==> src/hw/fp80_pkg.sv <==
// Shared FP80 field widths, constants, struct types, operation codes and class checks for the bit-op unit
`default_nettype none

package fp80_pkg;

    // ====================
    // Format constants
    // ====================

    // Extended precision layout: sign, 15-bit exponent, 64-bit significand
    localparam int EXP_W  = 15;
    localparam int MANT_W = 64;

    // Biased exponent of 1.0
    localparam int EXP_BIAS = 16383;

    // All-ones exponent marks infinity and NaN
    localparam logic [EXP_W-1:0] EXP_MAX = '1;

    // Explicit integer bit alone, the infinity significand
    localparam logic [MANT_W-1:0] MANT_INT_BIT = {1'b1, {(MANT_W - 1){1'b0}}};

    // ====================
    // Types
    // ====================

    // One FP80 value, 80 bits with the sign on top
    typedef struct packed {
        logic              sign;
        logic [EXP_W-1:0]  exponent;
        logic [MANT_W-1:0] mantissa;
    } fp80_t;

    // Operation codes, numbered as in the full arithmetic unit
    typedef enum logic [4:0] {
        OP_INT16_TO_FP = 5'd4,
        OP_INT32_TO_FP = 5'd5,
        OP_FXTRACT     = 5'd23,
        OP_FSCALE      = 5'd24
    } op_e;

    // Registered result bundle
    typedef struct packed {
        fp80_t primary;
        fp80_t secondary;
        // Secondary holds a value, only for FXTRACT
        logic  has_secondary;
        logic  flag_denormal;
    } bitops_out_t;

    // FXTRACT result pair
    typedef struct packed {
        fp80_t significand;
        fp80_t exponent;
    } fp80_pair_t;

    // ====================
    // Classification
    // ====================

    // Zero of either sign
    function automatic logic is_zero(input fp80_t value);
        return (value.exponent == '0) && (value.mantissa == '0);
    endfunction

    // Infinity needs exactly the integer bit set
    function automatic logic is_inf(input fp80_t value);
        return (value.exponent == EXP_MAX) && (value.mantissa == MANT_INT_BIT);
    endfunction

    // Any other significand with the max exponent counts as NaN
    function automatic logic is_nan(input fp80_t value);
        return (value.exponent == EXP_MAX) && (value.mantissa != MANT_INT_BIT);
    endfunction

    // Zero exponent, nonzero significand
    function automatic logic is_denormal(input fp80_t value);
        return (value.exponent == '0) && (value.mantissa != '0);
    endfunction

    // Signed infinity
    function automatic fp80_t make_inf(input logic sign);
        return '{sign: sign, exponent: EXP_MAX, mantissa: MANT_INT_BIT};
    endfunction

    // Signed zero
    function automatic fp80_t make_zero(input logic sign);
        return '{sign: sign, exponent: '0, mantissa: '0};
    endfunction

endpackage

`default_nettype wire

==> src/hw/fp80_int_to_fp.sv <==
// Exact conversion of a signed integer of any width up to 64 bits into FP80, purely combinational
`default_nettype none

module fp80_int_to_fp #(
    parameter int INT_WIDTH = 16
) (
    input  wire logic signed [INT_WIDTH-1:0] value,
    output fp80_pkg::fp80_t                  fp
);

    import fp80_pkg::*;

    // Enough bits to name every position of the integer
    localparam int POS_W = $clog2(INT_WIDTH);

    // Absolute value, most negative input maps to 2^(INT_WIDTH-1)
    logic [INT_WIDTH-1:0] magnitude;

    // Position of the leading one
    logic [POS_W-1:0] lead_pos;

    // Magnitude widened to the significand
    logic [MANT_W-1:0] wide_mag;

    // ====================
    // Magnitude
    // ====================

    // Two's complement negate when the sign bit is set
    always_comb begin
        if (value[INT_WIDTH-1]) begin
            magnitude = ~$unsigned(value) + 1'b1;
        end else begin
            magnitude = $unsigned(value);
        end
    end

    // ====================
    // Leading one search
    // ====================

    // Upward scan, so the highest set bit wins
    always_comb begin
        lead_pos = '0;
        for (int i = 0; i < INT_WIDTH; i++) begin
            if (magnitude[i]) begin
                lead_pos = POS_W'(i);
            end
        end
    end

    assign wide_mag = MANT_W'(magnitude);

    // ====================
    // Pack
    // ====================

    always_comb begin
        if (magnitude == '0) begin
            // Integer zero is always positive zero
            fp = make_zero(1'b0);
        end else begin
            fp.sign     = value[INT_WIDTH-1];
            // Unbiased exponent equals the leading one position
            fp.exponent = EXP_W'(EXP_BIAS) + EXP_W'(lead_pos);
            // Leading one moves up to the explicit integer bit
            fp.mantissa = wide_mag << ((MANT_W - 1) - int'(lead_pos));
        end
    end

endmodule

`default_nettype wire

==> src/hw/fp80_extract.sv <==
// FXTRACT datapath: splits an FP80 value into significand and unbiased exponent, both as FP80
`default_nettype none

module fp80_extract (
    input  fp80_pkg::fp80_t      operand,
    output fp80_pkg::fp80_pair_t parts
);

    import fp80_pkg::*;

    // Unbiased exponent, covers -16383 to +16384
    logic signed [15:0] true_exp;

    // Unbiased exponent as an FP80 value
    fp80_t exp_fp;

    // ====================
    // Exponent conversion
    // ====================

    // Denormals fall through with exponent zero, as on the reference unit
    assign true_exp = signed'(16'(operand.exponent) - 16'(EXP_BIAS));

    // 16 bits always suffice for the exponent range
    fp80_int_to_fp #(
        .INT_WIDTH(16)
    ) u_exp_conv (
        .value(true_exp),
        .fp   (exp_fp)
    );

    // ====================
    // Special cases
    // ====================

    always_comb begin
        // Defaults serve the finite nonzero case
        parts.significand = operand;
        parts.exponent    = exp_fp;

        if (is_nan(operand)) begin
            // NaN goes to both results unchanged
            parts.exponent = operand;
        end else if (is_zero(operand)) begin
            // log2 of zero
            parts.exponent = make_inf(1'b1);
        end else if (is_inf(operand)) begin
            parts.exponent = make_inf(1'b0);
        end else begin
            // Significand rebased into [1, 2), sign kept
            parts.significand.exponent = EXP_W'(EXP_BIAS);
        end
    end

endmodule

`default_nettype wire

==> src/hw/fp80_scale.sv <==
// FSCALE datapath: adds the truncated integer of operand b to the exponent of operand a
`default_nettype none

module fp80_scale (
    input  fp80_pkg::fp80_t operand_a,
    input  fp80_pkg::fp80_t operand_b,
    output fp80_pkg::fp80_t scaled
);

    import fp80_pkg::*;

    // b exponent with the bias removed, meaningful only when b >= 1
    logic [EXP_W-1:0] b_unbiased;

    // Integer part of |b|, at most 16 bits within the exact range
    logic [15:0] b_int_part;

    // Signed scale after truncation toward zero
    logic signed [31:0] scale_int;

    // Biased exponent of a after scaling
    logic signed [31:0] new_exp;

    // ====================
    // Scale integer
    // ====================

    assign b_unbiased = operand_b.exponent - EXP_W'(EXP_BIAS);

    // Drop the fraction bits below the binary point
    assign b_int_part = 16'(operand_b.mantissa >> ((MANT_W - 1) - int'(b_unbiased[3:0])));

    always_comb begin
        if (operand_b.exponent < EXP_W'(EXP_BIAS)) begin
            // |b| < 1 truncates to zero
            scale_int = '0;
        end else if (b_unbiased < EXP_W'(16)) begin
            if (operand_b.sign) begin
                scale_int = -signed'(32'(b_int_part));
            end else begin
                scale_int = signed'(32'(b_int_part));
            end
        end else begin
            // Past any finite exponent span, clamp
            scale_int = operand_b.sign ? -32'sd16384 : 32'sd16384;
        end
    end

    assign new_exp = signed'(32'(operand_a.exponent)) + scale_int;

    // ====================
    // Result selection
    // ====================

    always_comb begin
        if (is_nan(operand_a) || is_nan(operand_b)) begin
            // First NaN wins
            scaled = is_nan(operand_a) ? operand_a : operand_b;
        end else if (is_zero(operand_a) || is_inf(operand_a)) begin
            scaled = operand_a;
        end else if (is_inf(operand_b)) begin
            // 2^-inf is zero, 2^+inf is infinity
            if (operand_b.sign) begin
                scaled = make_zero(operand_a.sign);
            end else begin
                scaled = make_inf(operand_a.sign);
            end
        end else if (new_exp > 32'sd32766) begin
            // Overflow
            scaled = make_inf(operand_a.sign);
        end else if (new_exp < 32'sd1) begin
            // Underflow judged on the biased exponent, no denormal output
            scaled = make_zero(operand_a.sign);
        end else begin
            scaled.sign     = operand_a.sign;
            scaled.exponent = new_exp[EXP_W-1:0];
            scaled.mantissa = operand_a.mantissa;
        end
    end

endmodule

`default_nettype wire

==> src/hw/fp80_result_stage.sv <==
// Output stage: decodes the operation, converts integers, flags denormals, registers the result
`default_nettype none

module fp80_result_stage (
    input  wire logic               clk,
    input  wire logic               arst_n,
    input  wire logic               enable,
    input  fp80_pkg::op_e           operation,
    input  fp80_pkg::fp80_t         operand_a,
    input  fp80_pkg::fp80_t         operand_b,
    input  wire logic signed [31:0] int_in,
    input  fp80_pkg::fp80_pair_t    parts,
    input  fp80_pkg::fp80_t         scaled,
    output logic                    done,
    output fp80_pkg::bitops_out_t   out
);

    import fp80_pkg::*;

    // Integer fed to the converter
    logic signed [31:0] conv_in;

    // Conversion result
    fp80_t conv_fp;

    // Either operand denormal
    logic denorm_in;

    // Operation code is one of ours
    logic accept;

    // Result about to be registered
    bitops_out_t next_out;

    // ====================
    // Integer conversion
    // ====================

    // 16-bit mode reads the low half of int_in, sign extended
    assign conv_in = (operation == OP_INT16_TO_FP) ? {{16{int_in[15]}}, int_in[15:0]} : int_in;

    fp80_int_to_fp #(
        .INT_WIDTH(32)
    ) u_int_conv (
        .value(conv_in),
        .fp   (conv_fp)
    );

    assign denorm_in = is_denormal(operand_a) || is_denormal(operand_b);

    // ====================
    // Operation decode
    // ====================

    always_comb begin
        accept   = 1'b1;
        next_out = '0;
        case (operation)
            OP_INT16_TO_FP, OP_INT32_TO_FP: begin
                next_out.primary = conv_fp;
            end
            OP_FXTRACT: begin
                next_out.primary       = parts.significand;
                next_out.secondary     = parts.exponent;
                next_out.has_secondary = 1'b1;
                next_out.flag_denormal = denorm_in;
            end
            OP_FSCALE: begin
                next_out.primary       = scaled;
                next_out.flag_denormal = denorm_in;
            end
            default: begin
                // Unknown code, nothing captured
                accept = 1'b0;
            end
        endcase
    end

    // ====================
    // Output register
    // ====================

    // Single cycle latency, out holds until the next accepted operation
    always_ff @(posedge clk or negedge arst_n) begin
        if (!arst_n) begin
            done <= 1'b0;
            out  <= '0;
        end else begin
            done <= enable && accept;
            if (enable && accept) begin
                out <= next_out;
            end
        end
    end

endmodule

`default_nettype wire

==> src/hw/fp80_bitops_unit.sv <==
// Top level of the FP80 bit-op unit: FXTRACT and FSCALE datapaths feeding the result stage
`default_nettype none

module fp80_bitops_unit (
    input  wire logic               clk,
    input  wire logic               arst_n,
    input  wire logic               enable,
    input  fp80_pkg::op_e           operation,
    input  fp80_pkg::fp80_t         operand_a,
    input  fp80_pkg::fp80_t         operand_b,
    input  wire logic signed [31:0] int_in,
    output logic                    done,
    output fp80_pkg::bitops_out_t   out
);

    import fp80_pkg::*;

    // FXTRACT significand and exponent
    fp80_pair_t parts;

    // FSCALE result
    fp80_t scaled;

    // ====================
    // Datapaths
    // ====================

    // Both run every cycle, the result stage picks one
    fp80_extract u_extract (
        .operand(operand_a),
        .parts  (parts)
    );

    fp80_scale u_scale (
        .operand_a(operand_a),
        .operand_b(operand_b),
        .scaled   (scaled)
    );

    // ====================
    // Output stage
    // ====================

    fp80_result_stage u_result (
        .clk      (clk),
        .arst_n   (arst_n),
        .enable   (enable),
        .operation(operation),
        .operand_a(operand_a),
        .operand_b(operand_b),
        .int_in   (int_in),
        .parts    (parts),
        .scaled   (scaled),
        .done     (done),
        .out      (out)
    );

endmodule

`default_nettype wire

==> config.mk <==
export PLATFORM = sky130hd
export DESIGN_NAME = fp80_bitops_unit
export DESIGN_NICKNAME = d
export VERILOG_FILES = /design/src/hw/fp80_pkg.sv /design/src/hw/fp80_int_to_fp.sv /design/src/hw/fp80_extract.sv /design/src/hw/fp80_scale.sv /design/src/hw/fp80_result_stage.sv /design/src/hw/fp80_bitops_unit.sv
export SDC_FILE = /design/constraint.sdc
export NUM_CORES = 1
export LEC_CHECK = 0
export BUFFER_PORTS_ARGS = -buffer_cell sky130_fd_sc_hd__buf_2
export CAP_MARGIN = 20
export CORE_AREA = 4 4 179 181
export DETAILED_ROUTE_END_ITERATION = 8
export DIE_AREA = 0 0 183 185
export PLACE_DENSITY = 0.82
export SLEW_MARGIN = 10
export SYNTH_ARGS = -nofsm -noshare
export SYNTH_HDL_FRONTEND = slang
export SYNTH_SLANG_ARGS = --single-unit
==> constraint.sdc <==
create_clock -name clk -period 1.3 [get_ports clk]
set_clock_uncertainty 0.15 [all_clocks]
set_input_delay 0.26 -clock clk [delete_from_list [all_inputs] [get_ports clk]]
set_output_delay 0.26 -clock clk [all_outputs]
set_load 0.01 [all_outputs]
==> results of run 1 <==
per-stage QoR:
stage | TNS, ns | setup slack [ns] | instance area (sq um)
after floorplan | -452.27 | -4.55 | 18200
after global placement | -537.17 | -4.78 | 25900
after CTS | -463.74 | -4.38 | 29100
after detailed placement | -573.65 | -5.17 | 25900
routing by layer:
metal	global-route usage, %	overflow
met5	99.3	123
met4	88.8	539
met3	103	711
met2	120	1957
met1	117	2055
logic make-up after synthesis:
logic type      Yosys count  share of synthesized area, %
compound gates          793                          33.4
xor+xnor                 79                          4.01
fa+ha+maj                27                          2.00
buf+inv                 206                          5.00
flops                   163                          23.6
mux                     109                          7.79
simple gates            824                          24.2
timing repair:
item	in CTS
gates cloned	10
hold buffers	7
pin swaps	174
gates resized for setup	388
endpoints found under the setup margin	326
hold endpoints to repair	169
setup buffers	75
cells in the mapped netlist (all sizes together), types with 9 or more instances:
library cell,instances
a32oi,13
o21bai,9
o22ai,35
mux4,15
dfrtp,163
o211ai,54
or3,29
nor4,56
o31ai,21
a41oi,10
and4,13
and2,25
a21oi,150
nand2,210
nor2,224
nand2b,18
a21o,24
and3,38
o21a,18
buf,45
a211oi,67
nand3,54
inv,40
or2,11
o2111ai,10
a31oi,28
a2111oi,13
a22o,60
nor3,58
xnor2,49
mux2,33
clkbuf,121
mux2i,61
ha,26
a22oi,29
xor2,30
nand4,38
o21ai,107
a221oi,44
==> results.yml, run 1 <==
outcome:
  outcome: "aborted with a tool error"
  failed_stage: "global routing"
  firstError: "[ERROR GRT-0116] Global routing finished with congestion. Check the congestion regions in the DRC Viewer."
floorplan:
  start_util_pct: 56.7
  die_h_um: 185
  fp.dieW_um: 183
  pin_count: 363
  rows: 64
synthesis:
  synth_top_cell_by_area: "dfrtp_1"
  yosysSeqAreaShare_pct: 23.6
  yosys_warnings: 0
  avgSynthCellArea_sq_um: 7.84
  synth_edf_count: 0
  synth_top_area_share_pct: 23.6
  async_flop_share_pct: 100
  synthFlopType: "dfrtp_1"
  yosys.cell_types.count: 117
  synth_cells: 2201
  synth_nets: 2428
  synth_area_leaders: "dfrtp_1 (24%), nor2_1 (4.9%), nand2_1 (4.5%), a21oi_1 (4.2%), mux2i_1 (3.4%)"
  synth_area_sq_mm: 0.0173
  ys_ff_latch: 163
place:
  portBuffers: 362
  hpwlAfterDp_um: 72600
  dp_cells: 3610
  routabilityCongestion: 1.25
grt:
  grt_pass1_wl_um: 277000
  grt_max_degree: 50
  grt_usage_pct: 111
  overflow: 5385
  grt_pass1_vias: 36831
clock_tree:
  clockRootBuffer: "clkbuf_16"
  cts_made_buffers: 17
  cts_buffer_depth: 2
  cts_num_sinks: 163
  cts.htree.levels: 4
==> run 2, diff against run 1 <==
Settings changed: CORE_AREA 4 4 179 181 to 4 4 213 215, DIE_AREA 0 0 183 185 to 0 0 217 219, PLACE_DENSITY 0.82 to default, PLACE_DENSITY_LB_ADDON from default to 0.15.
==> run 2 against run 1 <==
Net effect:
- the flow now finishes, with violations (negative setup slack)
- area after synthesis unchanged
- synthesized cell count is the same
==> results.yml, run 2 <==
synthesis:
  ys_ff_latch: 163
  synth_top_area_share_pct: 23.6
  synth_area_leaders: "dfrtp_1 (24%), nor2_1 (4.9%), nand2_1 (4.5%), a21oi_1 (4.2%), mux2i_1 (3.4%)"
  async_flop_share_pct: 100
  synthTopCellsByCount: "nor2_1 (223), nand2_1 (209), dfrtp_1 (163)"
  synth_edf_count: 0
  synth_top_cell_by_area: "dfrtp_1"
  avgSynthCellArea_sq_um: 7.84
  yosysMostFrequentCell: "nor2_1"
  synth_cells: 2201
  synth_nets: 2428
  yosysSeqAreaShare_pct: 23.6
  yosys.cell_types.count: 117
  synth_area_sq_mm: 0.0173
  yosys_warnings: 0
  synthFlopType: "dfrtp_1"
routing:
  wl_um: 97800
  drc: 0
  vias_per_cell: 6.22
  post_drt_wl_per_cell_um: 23.9
  first_pass_iters: 6
  num_vias: 25500
  drtIter0Drc: 3038
  antenna_left: 0
sta:
  max_slew_margin_pct: 40.9
  timing.final.crit_period_ns: 5.60
  final-setup-viol-count: 326
  setup_ws_ns: -4.30
  fin_crit_sh_pct: 431
  worst_pin_slew_ns: 0.884
  fmax_mhz: 179
  slew_violations: 0
  hold_violations: 0
  rsz0062_at_grt: "yes"
  setup_tns_ns: -460.43
place:
  portBuffers: 362
  routabilityCongestion: 1.06
  hpwlAfterDp_um: 73400
clock_tree:
  clk_latency_ns: 0.45
  cts_buffer_depth: 2
  cts.htree.levels: 4
  cts_made_buffers: 17
  clockRootBuffer: "clkbuf_16"
  cts_num_sinks: 163
  clk_pin_slew_ns: 0.08
  cts_tree: "built"
grt:
  overflow: 0
  grt_pass1_vias: 24238
  grt_usage_pct: 37.5
  antenna_found_initial: 3
  grt_max_degree: 59
  grt_pass1_wl_um: 142000
worst_hold_path:
  whs_endpoint: "u_result.out[5]"
  holdCritStartpoint: "operand_a[3]"
  hold_depth: 3
  holdCritPathClass: "primary input to flop"
cells_and_area:
  mostFrequentLayoutCell: "buf_4"
  fin_nets: 3716
  drive_gt1_share_pct: 54.9
  largest_reg_flops: 162
  area_growth_pct: 84.9
  mostFrequentLayoutCells: "buf_4 (934), buf_2 (286), nor2_1 (201)"
  reg_top3: "u_result.out (162), u_result.done (1)"
  top_register: "u_result.out"
  fin_util_pct: 73.0
critical_path:
  crit_type: "primary input to flop"
  crit_slowest_cell: "or4_4"
  cp_max_fo: 8
  reg2reg_depth: 4
  worst-path-buf-inv: 4
  cp-end-kind: "flop"
  r2r_end: "u_result.out[133]"
  cp-start-kind: "primary input"
  reg2reg_from: "u_result.out[133]"
  worst_ep_required_time_ns: 1.45
  rrSetupSlack_ns: 0.11
  critPathMaxStageDelay_ns: 0.55
  arrival_ns: 5.75
  critPathTopFamily: "compound AO/OA/AOI/OAI gates"
floorplan:
  dieArea_sq_mm: 0.0475
  core_area_sq_mm: 0.0437
  die_h_um: 219
  start_util_pct: 39.5
  rows: 77
  pin_count: 363
  fp.dieW_um: 217
pwr:
  ir_drop_mv: 0.832
  pwr_density_cell_mw_per_mm2: 765
  p_leak_nw: 14.9
outcome:
  violations: "negative setup slack"
  outcome: "complete, but fails checks"
run:
  cap_violations: 0
run 2: cell counts after synthesis:
No cell type changed its count.
run 2: cells by family after synthesis:
family / Yosys count / share of synthesized area [%]
AND/OR/NAND/NOR: 824 / 24.2
AO/OA/AOI/OAI: 793 / 33.4
buffers and inverters: 206 / 5.00
flip-flops: 163 / 23.6
multiplexers: 109 / 7.79
XOR/XNOR: 79 / 4.01
adder cells (fa/ha/maj): 27 / 2.00
run 2: tightest hold or removal path: cells and delay by family:
| kind | cells | cell delay [ns] |
|---|---|---|
| compound gates | 1 | 0.12 |
| buf+inv | 2 | 0.22 |
run 2: worst max-delay path by stage:
| stage | from | endpoint | slack [ns] | cells past startpoint |
|---|---|---|---|---|
| 6_report | operand_b[64] | u_result.out[135] | -4.30 | 27 |
| 5_1_grt | operand_b[64] | u_result.out[142] | -4.48 | 29 |
| 2_1_floorplan | operand_b[64] | u_result.out[100] | -4.55 | 29 |
| 3_5_place_dp | operand_b[65] | u_result.out[135] | -5.25 | 25 |
| 4_1_cts | operand_b[65] | u_result.out[122] | -4.21 | 26 |
| 3_3_place_gp | operand_b[65] | u_result.out[140] | -5.18 | 27 |
run 2: metal layers:
layer	wire length (um)	GRT usage (%)
met5	0	0
met4	4780	13.1
met3	8720	5.57
met2	45600	62.0
met1	38600	50.2
run 2: where the power goes:
| group | internal, mW | switching [mW] |
|---|---|---|
| Clock | 2.64 | 2.67 |
| Sequential | 5.81 | 0.775 |
| Combinational | 6.20 | 6.31 |
| Total | 14.6 | 9.76 |
run 2: cell type report:
cell class / instances / area [sq um]
fill: 3375 / 11800
antenna: 4 / 10.0
sequential: 163 / 4090
multi-input combinational: 1833 / 14900
timing repair buffer: 1434 / 11400
inverter: 40 / 179
clock inverter: 14 / 158
tap: 592 / 741
clock buffer: 18 / 439
run 2: stage by stage:
stage / total power [mW] / instance area (sq um) / hold slack [ns] / instances / setup WS (ns)
3_5_place_dp: 16.6 / 26600 / 0.00425 / 3867 / -5.25
5_1_grt: 25.3 / 31900 / 0.0145 / 4097 / -4.48
6_report: 24.4 / 31900 / 0.0288 / 4098 / -4.30
2_1_floorplan: 11.1 / 18200 / -0.186 / 2201 / -4.55
4_1_cts: 22.7 / 29500 / 0.00233 / 3988 / -4.21
3_3_place_gp: 16.5 / 26600 / 0.00289 / 3867 / -5.18
run 2: repair_timing:
item | 4_1_cts | 5_1_grt
endpoints found under the hold margin | 173 | 0
hold buffers | 11 | 0
resized for setup | 307 | 310
endpoints found under the setup margin | 326 | 326
setup buffers | 74 | 109
gates cloned | 10 | 5
pin swaps | 155 | 132
(Power assumes the default switching activity.)
